`src/rtl/tnn_pkg.sv`:
```
`default_nettype none

package tnn_pkg;

    //////////////////////////////
    // Network dimensions
    //////////////////////////////

    localparam int FEAT_CNT   = 11;
    localparam int FEAT_BITS  = 4;
    localparam int FEATURES_W = FEAT_CNT * FEAT_BITS;      // Packed feature word
    localparam int HIDDEN_CNT = 40;
    localparam int CLASS_CNT  = 7;

    //////////////////////////////
    // Derived widths
    //////////////////////////////

    localparam int SUM_BITS   = $clog2(HIDDEN_CNT + 1);    // Popcount up to 40
    localparam int SCORE_BITS = SUM_BITS + 1;              // Doubled count plus bias
    localparam int CLASS_BITS = $clog2(CLASS_CNT);

    // Signed neuron sum, holds +/- FEAT_CNT * 15
    localparam int ACC_BITS   = $clog2(FEAT_CNT * (2 ** FEAT_BITS - 1) + 1) + 1;

endpackage

`default_nettype wire

```
`src/rtl/argmax.sv`:
```
`timescale 1ns/1ns
`default_nettype none

module argmax #(
    parameter int SIZE = 7,
    parameter int BITS = 7
) (
    input  wire logic                     clk,
    input  wire logic                     arst_n,
    input  wire logic [SIZE*BITS-1:0]     score_vec,
    input  wire logic                     score_valid,
    output logic      [$clog2(SIZE)-1:0]  prediction,
    output logic                          prediction_valid
);

    logic [BITS-1:0]         best_val;
    logic [$clog2(SIZE)-1:0] best_idx;

    //////////////////////////////
    // Linear scan
    //////////////////////////////

    always_comb begin
        best_val = score_vec[0 +: BITS];
        best_idx = '0;
        for (int i = 1; i < SIZE; i++) begin
            // Strict compare keeps the first maximum
            if (score_vec[i*BITS +: BITS] > best_val) begin
                best_val = score_vec[i*BITS +: BITS];
                best_idx = i[$clog2(SIZE)-1:0];
            end
        end
    end

    //////////////////////////////
    // Output register
    //////////////////////////////

    always_ff @(posedge clk or negedge arst_n) begin
        if (!arst_n) begin
            prediction       <= '0;
            prediction_valid <= 1'b0;
        end else begin
            prediction       <= best_idx;                      // Loaded every cycle
            prediction_valid <= score_valid;
        end
    end

endmodule

`default_nettype wire

```
`src/rtl/tnn_hidden_layer.sv`:
```
`timescale 1ns/1ns
`default_nettype none

module tnn_hidden_layer (
    input  wire logic                              clk,
    input  wire logic                              arst_n,
    input  wire logic [tnn_pkg::FEATURES_W-1:0]    features,
    input  wire logic                              sample,
    output logic      [tnn_pkg::HIDDEN_CNT-1:0]    hidden,
    output logic                                   hidden_valid
);

    logic signed [tnn_pkg::ACC_BITS-1:0] f   [tnn_pkg::FEAT_CNT];
    logic signed [tnn_pkg::ACC_BITS-1:0] sum [tnn_pkg::HIDDEN_CNT];
    logic        [tnn_pkg::HIDDEN_CNT-1:0] fire;

    //////////////////////////////
    // Feature slicing
    //////////////////////////////

    for (genvar i = 0; i < tnn_pkg::FEAT_CNT; i++) begin : g_feat
        assign f[i] = {{(tnn_pkg::ACC_BITS - tnn_pkg::FEAT_BITS){1'b0}},
                       features[i*tnn_pkg::FEAT_BITS +: tnn_pkg::FEAT_BITS]};   // Zero extend
    end

    //////////////////////////////
    // Ternary neuron sums
    //////////////////////////////

    assign sum[0]  = -f[0] - f[1] + f[4] + f[7] - f[8] - f[9];
    assign sum[1]  = f[2] + f[3] + f[4] + f[6] + f[7] + f[9] + f[10];
    assign sum[2]  = f[2] - f[4] - f[5] - f[6] - f[7] + f[8] + f[9] + f[10];
    assign sum[3]  = f[0] - f[1] - f[4] + f[5] - f[6] - f[7];
    assign sum[4]  = -f[0] - f[1] + f[3] - f[4] + f[5] + f[9] + f[10];
    assign sum[5]  = -f[2] - f[3] + f[6] - f[7];
    assign sum[6]  = f[1] + f[2] + f[3] + f[4] + f[6] + f[7] - f[9];
    assign sum[7]  = f[0] + f[1] - f[4] - f[5] - f[6] - f[7] - f[10];

    assign sum[8]  = -f[0] + f[1] + f[2] - f[5] + f[6] - f[8] - f[9];
    assign sum[9]  = -f[0] - f[3] + f[4] + f[6] + f[7] - f[8] + f[10];
    assign sum[10] = f[3] + f[5] + f[6] - f[7];
    assign sum[11] = f[1] + f[2] + f[4] - f[5] + f[6] + f[8] - f[9] - f[10];
    assign sum[12] = f[1] + f[2] + f[5] + f[7] - f[9] - f[10];
    assign sum[13] = f[2] + f[4] - f[5] + f[8] - f[10];
    assign sum[14] = f[1] + f[2] + f[3] - f[4] - f[6] - f[7] + f[9] - f[10];
    assign sum[15] = -f[3] + f[6] - f[7] - f[8];

    assign sum[16] = f[1] + f[2] + f[3] + f[4] + f[5] + f[6] + f[7] + f[9] + f[10];
    assign sum[17] = f[0] - f[1] - f[4] + f[5] - f[7] - f[8];
    assign sum[18] = f[1] + f[2] + f[3] + f[6] + f[7] - f[8] - f[10];
    assign sum[19] = f[1] - f[2] - f[3] - f[4] - f[5] + f[6] - f[9];
    assign sum[20] = f[0] + f[1] - f[4] + f[5] - f[6] - f[7] + f[10];
    assign sum[21] = f[0] + f[1] - f[3] + f[7] + f[8] - f[9] - f[10];
    assign sum[22] = f[0] + f[1] + f[2] - f[3] - f[5] - f[6] + f[8] + f[10];
    assign sum[23] = f[1] + f[2] + f[4] + f[5] + f[6] + f[7] + f[8] + f[10];

    assign sum[24] = f[0] + f[1] + f[2] - f[3] - f[5] + f[6] - f[7] - f[10];
    assign sum[25] = -f[1] + f[3] - f[4] - f[7] + f[10];
    assign sum[26] = -f[2] - f[3] - f[10];
    assign sum[27] = -f[2] + f[3] + f[4] + f[6] + f[9];
    assign sum[28] = -f[10];                                   // Fires only on zero
    assign sum[29] = f[0] - f[1] - f[2] - f[3] + f[5] - f[7] - f[8] - f[9] + f[10];
    assign sum[30] = -f[1] + f[3] + f[4] + f[5] + f[7] + f[9];
    assign sum[31] = -f[0] - f[1] + f[5] + f[7] + f[10];

    assign sum[32] = f[1] + f[2] + f[3] + f[4] + f[7];
    assign sum[33] = f[1] + f[5] + f[7];
    assign sum[34] = -f[1] - f[2] + f[3] + f[4] + f[5] - f[6];
    assign sum[35] = f[0] + f[1] + f[2] - f[3] - f[4] + f[6] - f[7] + f[8] + f[9];
    assign sum[36] = f[1] - f[2] - f[5] - f[6] - f[7] + f[9];
    assign sum[37] = f[1] - f[3] - f[4] - f[5] + f[6] - f[9];
    assign sum[38] = f[1] + f[2] - f[10];
    assign sum[39] = -f[0] - f[4] + f[5] + f[6] - f[7] - f[8] + f[10];

    // Sign bit clear means sum >= 0
    for (genvar n = 0; n < tnn_pkg::HIDDEN_CNT; n++) begin : g_fire
        assign fire[n] = ~sum[n][tnn_pkg::ACC_BITS-1];
    end

    //////////////////////////////
    // Stage 1 register
    //////////////////////////////

    always_ff @(posedge clk or negedge arst_n) begin
        if (!arst_n) begin
            hidden       <= '0;
            hidden_valid <= 1'b0;
        end else begin
            hidden_valid <= sample;
            if (sample) begin
                hidden <= fire;                                // Hold between samples
            end
        end
    end

endmodule

`default_nettype wire

```
`src/rtl/tnn_class_scores.sv`:
```
`timescale 1ns/1ns
`default_nettype none

module tnn_class_scores (
    input  wire logic                                               clk,
    input  wire logic                                               arst_n,
    input  wire logic [tnn_pkg::HIDDEN_CNT-1:0]                     hidden,
    input  wire logic                                               hidden_valid,
    output logic [tnn_pkg::CLASS_CNT*tnn_pkg::SCORE_BITS-1:0]       score_vec,
    output logic                                                    score_valid,
    output logic [tnn_pkg::CLASS_BITS-1:0]                          prediction,
    output logic                                                    prediction_valid
);

    logic [tnn_pkg::SUM_BITS-1:0]   h        [tnn_pkg::HIDDEN_CNT];
    logic [tnn_pkg::SUM_BITS-1:0]   hn       [tnn_pkg::HIDDEN_CNT];
    logic [tnn_pkg::SUM_BITS-1:0]   popcount [tnn_pkg::CLASS_CNT];
    logic [tnn_pkg::SCORE_BITS-1:0] score    [tnn_pkg::CLASS_CNT];

    function automatic logic [tnn_pkg::SCORE_BITS-1:0] class_score(
        input logic [tnn_pkg::SUM_BITS-1:0]   cnt,
        input logic [tnn_pkg::SCORE_BITS-1:0] bias
    );
        class_score = {cnt, 1'b0} + bias;                     // 2 * cnt + bias
    endfunction

    for (genvar j = 0; j < tnn_pkg::HIDDEN_CNT; j++) begin : g_ext
        assign h[j]  = {{(tnn_pkg::SUM_BITS-1){1'b0}}, hidden[j]};
        assign hn[j] = {{(tnn_pkg::SUM_BITS-1){1'b0}}, ~hidden[j]};
    end

    //////////////////////////////
    // Per-class popcounts
    //////////////////////////////

    assign popcount[0] = hn[1] + h[4] + hn[6] + h[7] + hn[9] + hn[10] + h[11] + h[15]
                       + hn[16] + h[18] + h[20] + hn[23] + h[28] + hn[38];
    assign popcount[1] = h[7] + hn[10] + h[11] + hn[16] + h[19] + h[20] + h[22] + hn[23]
                       + h[24] + h[28] + hn[30] + hn[31] + hn[34] + h[37] + h[38];
    assign popcount[2] = hn[9] + h[18] + h[20] + h[24] + hn[25] + hn[33] + h[36] + h[37];
    assign popcount[3] = h[1] + h[15] + h[16] + h[23] + h[24] + h[31] + hn[33] + h[37];
    assign popcount[4] = hn[8] + hn[12] + hn[16] + hn[21] + h[22] + h[28] + hn[33];
    assign popcount[5] = hn[11] + hn[13] + hn[16] + hn[23] + h[31] + hn[33];
    assign popcount[6] = hn[1] + hn[2] + h[4] + h[5] + hn[6] + hn[12] + h[13] + hn[16]
                       + hn[17] + h[18] + h[20] + hn[23] + h[24] + hn[27] + hn[30]
                       + hn[32] + hn[33] + hn[34] + hn[35] + h[37] + hn[38];

    assign score[0] = class_score(popcount[0], 7);
    assign score[1] = class_score(popcount[1], 6);
    assign score[2] = class_score(popcount[2], 13);
    assign score[3] = class_score(popcount[3], 13);
    assign score[4] = class_score(popcount[4], 14);
    assign score[5] = class_score(popcount[5], 15);
    assign score[6] = class_score(popcount[6], 0);

    for (genvar c = 0; c < tnn_pkg::CLASS_CNT; c++) begin : g_pack
        assign score_vec[c*tnn_pkg::SCORE_BITS +: tnn_pkg::SCORE_BITS] = score[c];
    end

    assign score_valid = hidden_valid;

    argmax #(
        .SIZE (tnn_pkg::CLASS_CNT),
        .BITS (tnn_pkg::SCORE_BITS)
    ) u_argmax (
        .clk              (clk),
        .arst_n           (arst_n),
        .score_vec        (score_vec),
        .score_valid      (score_valid),
        .prediction       (prediction),
        .prediction_valid (prediction_valid)
    );

endmodule

`default_nettype wire

```
`src/rtl/tnn_classifier.sv`:
```
`timescale 1ns/1ns
`default_nettype none

module tnn_classifier (
    input  wire logic                              clk,
    input  wire logic                              arst_n,
    input  wire logic [tnn_pkg::FEATURES_W-1:0]    features,
    input  wire logic                              sample,
    output logic      [tnn_pkg::CLASS_BITS-1:0]    prediction,
    output logic                                   prediction_valid
);

    logic [tnn_pkg::HIDDEN_CNT-1:0] hidden;
    logic                           hidden_valid;

    //////////////////////////////
    // Stage 1
    //////////////////////////////

    tnn_hidden_layer u_hidden (
        .clk          (clk),
        .arst_n       (arst_n),
        .features     (features),
        .sample       (sample),
        .hidden       (hidden),
        .hidden_valid (hidden_valid)
    );

    //////////////////////////////
    // Stage 2
    //////////////////////////////

    // Score vector is internal to the class stage
    tnn_class_scores u_scores (
        .clk              (clk),
        .arst_n           (arst_n),
        .hidden           (hidden),
        .hidden_valid     (hidden_valid),
        .score_vec        (),
        .score_valid      (),
        .prediction       (prediction),
        .prediction_valid (prediction_valid)
    );

endmodule

`default_nettype wire

```
`config.mk`:
```
export PLATFORM = sky130hd
export DESIGN_NAME = tnn_classifier
export DESIGN_NICKNAME = d
export VERILOG_FILES = /design/src/rtl/tnn_pkg.sv /design/src/rtl/argmax.sv /design/src/rtl/tnn_hidden_layer.sv /design/src/rtl/tnn_class_scores.sv /design/src/rtl/tnn_classifier.sv
export SDC_FILE = /design/constraint.sdc
export NUM_CORES = 1
export LEC_CHECK = 0
export BUFFER_PORTS_ARGS = -buffer_cell sky130_fd_sc_hd__buf_4
export CORE_UTILIZATION = 45
export CTS_BUF_LIST = sky130_fd_sc_hd__clkbuf_4 sky130_fd_sc_hd__clkbuf_8
export CTS_CLUSTER_DIAMETER = 40
export DETAILED_ROUTE_END_ITERATION = 10
export MAX_ROUTING_LAYER = met4
export PLACE_DENSITY_LB_ADDON = 0.2
export SLEW_MARGIN = 20
export SYNTH_ARGS = -nofsm -noshare
export SYNTH_HDL_FRONTEND = slang
export SYNTH_HIERARCHICAL = 1
export SYNTH_SLANG_ARGS = --single-unit
```
`constraint.sdc`:
```
create_clock -name clk -period 29.8 [get_ports clk]
set_input_delay 1.49 -clock clk [delete_from_list [all_inputs] [get_ports clk]]
set_output_delay 1.49 -clock clk [all_outputs]
set_load 0.05 [all_outputs]
```
==> results of run 1 <==
[metal layers]
layer | track usage (%) | up-vias | wire, µm | part of all wire, %
met5 | - | - | 0 | 0
met4 | 6.90 | 0 | 1600 | 2.9
met3 | 2.96 | 68 | 3090 | 5.6
met2 | 44.4 | 386 | 25900 | 47
met1 | 36.7 | 7156 | 24800 | 45
li1 | - | 6613 | - | -
[flip-flops by register name, indices dropped and copies added, names as in the netlist]
signal                              flops
u_scores/u_argmax/prediction_valid      1
u_hidden/hidden_valid                   1
u_scores/u_argmax/prediction            3
u_hidden/hidden                        30
[area by class of cell]
class | instances | share of cell area, %
Timing Repair Buffer | 54 | 1.95
Clock buffer | 7 | 0.464
Inverter | 508 | 9.18
Clock inverter | 1 | 0.0361
Multi-Input combinational cell | 1489 | 80.7
Sequential cell | 35 | 4.21
Tap cell | 577 | 3.47
[per-stage QoR]
stage | setup WS (ns) | hold WS [ns]
6_report | 15.91 | 0.356
5_1_grt | 14.49 | 0.376
4_1_cts | 15.86 | 0.361
3_5_place_dp | 15.87 | 0.340
3_3_place_gp | 16.11 | 0.337
2_1_floorplan | 17.37 | 0.331
[worst paths after layout]
kind	from	endpoint	slack [ns]
min in group asynchronous	arst_n	u_hidden/hidden[19]	1.13
worst max register to register	u_hidden/hidden[33]	u_scores/u_argmax/prediction[2]	15.91
max in group asynchronous	arst_n	u_hidden/hidden[28]	28.32
worst min register to register	u_hidden/hidden_valid	u_scores/u_argmax/prediction_valid	0.36
worst max-delay path	u_hidden/hidden[33]	u_scores/u_argmax/prediction[2]	15.91
worst min-delay path	u_hidden/hidden_valid	u_scores/u_argmax/prediction_valid	0.36
[layout by cell type, fill, tap and decap left out, types with 8 or more instances in the layout]
master	count
a21o_1	55
a21oi_1	112
a31oi_1	8
buf_4	54
conb_1	28
dfrtp_1	35
fa_1	341
ha_1	408
inv_1	508
mux2_2	12
nand2_1	39
nand2b_1	21
nand3_1	20
nor2_1	54
nor2b_1	27
nor3_1	10
o211ai_1	9
o21a_1	36
o21ai_0	75
o21ai_1	8
xnor2_1	65
xor2_1	32
==> impl_summary.txt, run 1 <==
----------------------------------------------------
[Floorplan]
  Initial core utilization ... 46.1%
  Die extent in y ... 210 µm
  Die X ... 210 µm
  Num rows ... 75
  Core footprint ... 42400 µm²
  Floorplan die area ... 44300 µm²
  Num ports ... 51

[Detailed routing]
  Detailed-router iteration count before antenna repair ... 5
  Via count of the routed design ... 14223
  Antenna-violating nets left ... 0
  DRT Wirelength ... 55400 µm
  Number of remaining DRC errors ... 0
  Violation count after the first detailed-routing iteration ... 813
  Vias per cell ... 5.32
  Final routed wire length divided by cell count ... 20.7 µm

[Finish]
  Fillers ... 4089
  Number of nets in the final layout ... 2889
  Final instance count without filler cells ... 2671
  Multi-input gate area ... 16800 µm²
  Post-layout instance area ... 20800 µm²
  Share of cells above drive strength 1 ... 5.16%
  Core utilization of the finished layout ... 49.0%
  Syn-to-layout area delta ... 6.36%
  Diode count ... 0
  Storage cell area ... 876 µm²

[Worst setup path]
  Critical Setup Path Class ... register to register
  Arrival time at the worst endpoint ... 14.08 ns
  Launching element type of the critical path ... register
  Critical-path cell with the highest stage delay ... dfrtp_1
  Crit path buffers/inverters ... 5
  Count of cell instances traversed by the critical path ... 58
  CP max FO ... 16
  Largest stage delay, worst path ... 0.84 ns
  Critical path capture point type ... register
  Top delay family on crit path ... compound AO/OA/AOI/OAI gates
  Data required, critical path ... 29.99 ns
  Worst-case reg-to-reg path depth ... 58
  Top cell by count, worst path ... ha_1

[Global routing]
  Maximum number of pins on one net before global-route repair ... 53
  Wire length of the first global-routing pass ... 88300 µm
  Antenna violations before repair ... 0
  Overflow left after global routing ... 0
  Number of global-route vias before repair ... 15542
  GRT Total Usage ... 27.4%

[Timing]
  Setup-violating endpoint count in the final report ... 0
  Hold Fails Final Rpt ... 0
  Worst slew margin relative to its limit ... 41.5%
  Tmin final ... 13.89 ns
  Worst Skew ... 0.00813 ns
  Fmax ... 72.0 MHz
  Post-Route Setup TNS ... 0 ns
  Unrepaired setup endpoints after global routing ... no
  Final Cycle Share ... 46.6%
  Pins Over Slew Limit ... 0
  Pin slew with the least headroom to its limit ... 0.870 ns

[Clocking]
  TritonCTS clock tree ... yes
  CTS sink cnt ... 35
  Resized cells post-CTS ... 0
  CTS H-tree lvls ... 2
  Clk slew on worst S/H paths ... 0.08 ns
  Root buf cell ... clkbuf_8
  Clock latency on the worst-skew pair ... 0.30 ns
  Worst-case clock buffer depth ... 2
  Number of buffers added by the clock tree synthesis step ... 5
  Hold buffer count at CTS ... 0
  Number of setup buffers added after CTS ... 0

[Synthesis]
  Cell area after synthesis ... 19500 µm²
  Gate count of the mapped netlist ... 2022
  Syn. warnings ... 6
  Mean instance size in the synthesized netlist ... 9.66 µm²

[Hold path]
  Number of cells traversed by the worst hold path ... 0
  Worst Hold Class ... register to register

[Placed design]
  Number of placed instances, taps included ... 2663
  Hpwl dp ... 47300 µm
  Number of buffers added on ports ... 50
  Last weighted congestion value of the routability-driven placer ... 0.959
  Placed inst area ... 20700 µm²

[Status]
  Run status ... finished clean

[Run]
  Max-capacitance violation count ... 0

----------------------------------------------------
Power of run 1 is left out: the tool's default activity adds up to more than one toggle a clock period on the data nets, which glitch-free logic cannot reach.
==> inputs of run 2 (changes only) <==
clock period = 11.8 ns   (was 29.8 ns; I/O delays follow)
==> run 2 against run 1 <==
  * Non-clock buffer count grew 95
  * First-iteration DRC count grew 13%
  * Routed wire length grew 5.1%
  * Critical path type unchanged
  * Sequential share of layout area shrank 0.23 points
  * Worst setup slack lost 16 ns
==> impl_summary.txt, run 2 (same netlist as run 1, synthesis figures left out) <==
----------------------------------------------------
[Detailed routing]
  Via count of the routed design ... 14647 (+3.0%)
  Violation count after the first detailed-routing iteration ... 915 (+13%)
  Final routed wire length divided by cell count ... 21.0 µm (+1.5%)
  Detailed-router iteration count before antenna repair ... 5 (unchanged)
  DRT Wirelength ... 58200 µm (+5.1%)
  Vias per cell ... 5.30 (-0.56%)
  Number of remaining DRC errors ... 0 (unchanged)
  Antenna-violating nets left ... 0 (unchanged)

[Clocking]
  Number of buffers added by the clock tree synthesis step ... 5 (unchanged)
  Hold buffer count at CTS ... 0 (unchanged)
  Clock latency on the worst-skew pair ... 0.33 ns (+0.03 ns)
  Worst-case clock buffer depth ... 2 (unchanged)
  CTS H-tree lvls ... 2 (unchanged)
  CTS sink cnt ... 35 (unchanged)
  Root buf cell ... clkbuf_8
  TritonCTS clock tree ... yes
  Clk slew on worst S/H paths ... 0.10 ns (+0.02 ns)

[Global routing]
  Overflow left after global routing ... 0 (unchanged)
  Wire length of the first global-routing pass ... 91500 µm (+3.7%)
  GRT Total Usage ... 28.7% (+1.3 points)
  Antenna violations before repair ... 0 (unchanged)
  Number of global-route vias before repair ... 16173 (+4.1%)
  Maximum number of pins on one net before global-route repair ... 53 (unchanged)

[Floorplan]
  Die X ... 210 µm (unchanged)
  Num rows ... 75 (unchanged)
  Die extent in y ... 210 µm (unchanged)
  Core footprint ... 42400 µm² (unchanged)
  Floorplan die area ... 44300 µm² (unchanged)
  Num ports ... 51 (unchanged)
  Initial core utilization ... 46.1% (unchanged)

[Timing]
  Final Cycle Share ... 99.8% (+53 points)
  Setup-violating endpoint count in the final report ... 0 (unchanged)
  Hold Fails Final Rpt ... 0 (unchanged)
  Worst Skew ... 0.0260 ns (+0.0179 ns)
  Tmin final ... 11.78 ns (-2.11 ns)
  Fmax ... 84.9 MHz (+18%)
  Worst slew margin relative to its limit ... 41.0% (-0.45 points)
  Unrepaired setup endpoints after global routing ... yes
  Pins Over Slew Limit ... 0 (unchanged)
  Pin slew with the least headroom to its limit ... 0.884 ns (+0.0138 ns)
  Post-Route Setup TNS ... 0 ns (unchanged)

[Finish]
  Register name with the most flops ... u_hidden/hidden
  Share of cells above drive strength 1 ... 12.5% (+7.3 points)
  Post-layout instance area ... 22000 µm² (+5.9%)
  Most frequent standard cell in the layout excluding fill and tap cells ... inv_1
  Largest registers ... u_hidden/hidden (30), u_scores/u_argmax/prediction (3)
  Final instance count without filler cells ... 2766 (+3.6%)
  Number of nets in the final layout ... 2984 (+3.3%)
  Largest register FFs ... 30 (unchanged)
  Most used cells in the layout excluding fill and tap cells ... inv_1 (500), ha_1 (394), fa_1 (338)
  Syn-to-layout area delta ... 12.6%
  Diode count ... 0 (unchanged)
  Core utilization of the finished layout ... 51.9% (+2.9 points)
  Fillers ... 3982 (-2.6%)

[Worst setup path]
  CP max FO ... 6 (-10)
  Critical-path cell with the highest stage delay ... fa_1
  Launching element type of the critical path ... register
  Arrival time at the worst endpoint ... 12.00 ns (-2.08 ns)
  Critical path capture point type ... register
  Critical Setup Path Class ... register to register
  Worst-case reg-to-reg path depth ... 57 (-1.7%)
  Data required, critical path ... 12.02 ns (-17.97 ns)
  Largest stage delay, worst path ... 0.54 ns (-0.30 ns)

[Placed design]
  Number of buffers added on ports ... 50 (unchanged)
  Hpwl dp ... 48900 µm (+3.4%)
  Last weighted congestion value of the routability-driven placer ... 0.967 (+0.79%)
  Placed inst area ... 21300 µm² (+3.0%)
  Number of placed instances, taps included ... 2728 (+2.4%)

[Run]
  Max-capacitance violation count ... 0 (unchanged)

[Status]
  Run status ... finished clean

[Hold path]
  Worst Hold Class ... input pin to async pin

----------------------------------------------------
[run 2: worst max-delay path, delay by kind of cell (launching register included)]
kind / cells / cell delay (ns)
flops: 1 / 0.36
xor+xnor: 2 / 0.38
fa+ha+maj: 12 / 4.27
buf+inv: 6 / 0.58
simple gates: 12 / 2.13
mux: 3 / 0.87
compound gates: 22 / 3.04
[run 2: layout make-up]
class,instances,area (µm²),area share [%]
well taps,577,722,3.28
inverters,508,1910,8.66
clock inverters,3,67.6,0.307
clock buffers,5,68.8,0.313
multi-input cells,1489,17200,78.3
flip-flops and latches,35,877,3.99
repair buffers,149,1140,5.17
[run 2: routing by layer]
metal | vias up | track usage (%) | wire length, µm
met3 | 116 | 4.81 | 3410
met2 | 374 | 44.6 | 26300
li1 | 6795 | - | -
met4 | 0 | 11.7 | 2830
met5 | - | - | 0
met1 | 7362 | 37.3 | 25600
[run 2: worst paths after layout]
path                                       startpoint                                  to  slack (ns)
worst max-delay path               u_hidden/hidden[7]     u_scores/u_argmax/prediction[2]        0.02
worst min-delay path                           arst_n                 u_hidden/hidden[20]        0.24
worst max register to register     u_hidden/hidden[7]     u_scores/u_argmax/prediction[2]        0.02
worst min register to register  u_hidden/hidden_valid  u_scores/u_argmax/prediction_valid        0.36
max in group asynchronous                      arst_n                 u_hidden/hidden[33]       11.18
min in group clk                u_hidden/hidden_valid  u_scores/u_argmax/prediction_valid        0.36
[run 2: timing repair]
action                                  CTS  global route
endpoints found under the setup margin    3             3
buffers inserted                         17            13
gates resized for setup                  37            35
pin swaps                                27            29
[run 2: metrics by stage]
step / hold WS [ns] / setup WS (ns)
2_1_floorplan: 0.294 / 0.0204
3_3_place_gp: 0.337 / -0.117
3_5_place_dp: 0.340 / -0.339
4_1_cts: 0.245 / -0.00747
5_1_grt: 0.274 / -0.499
6_report: 0.237 / 0.0210
Power of run 2 is left out for the same reason.
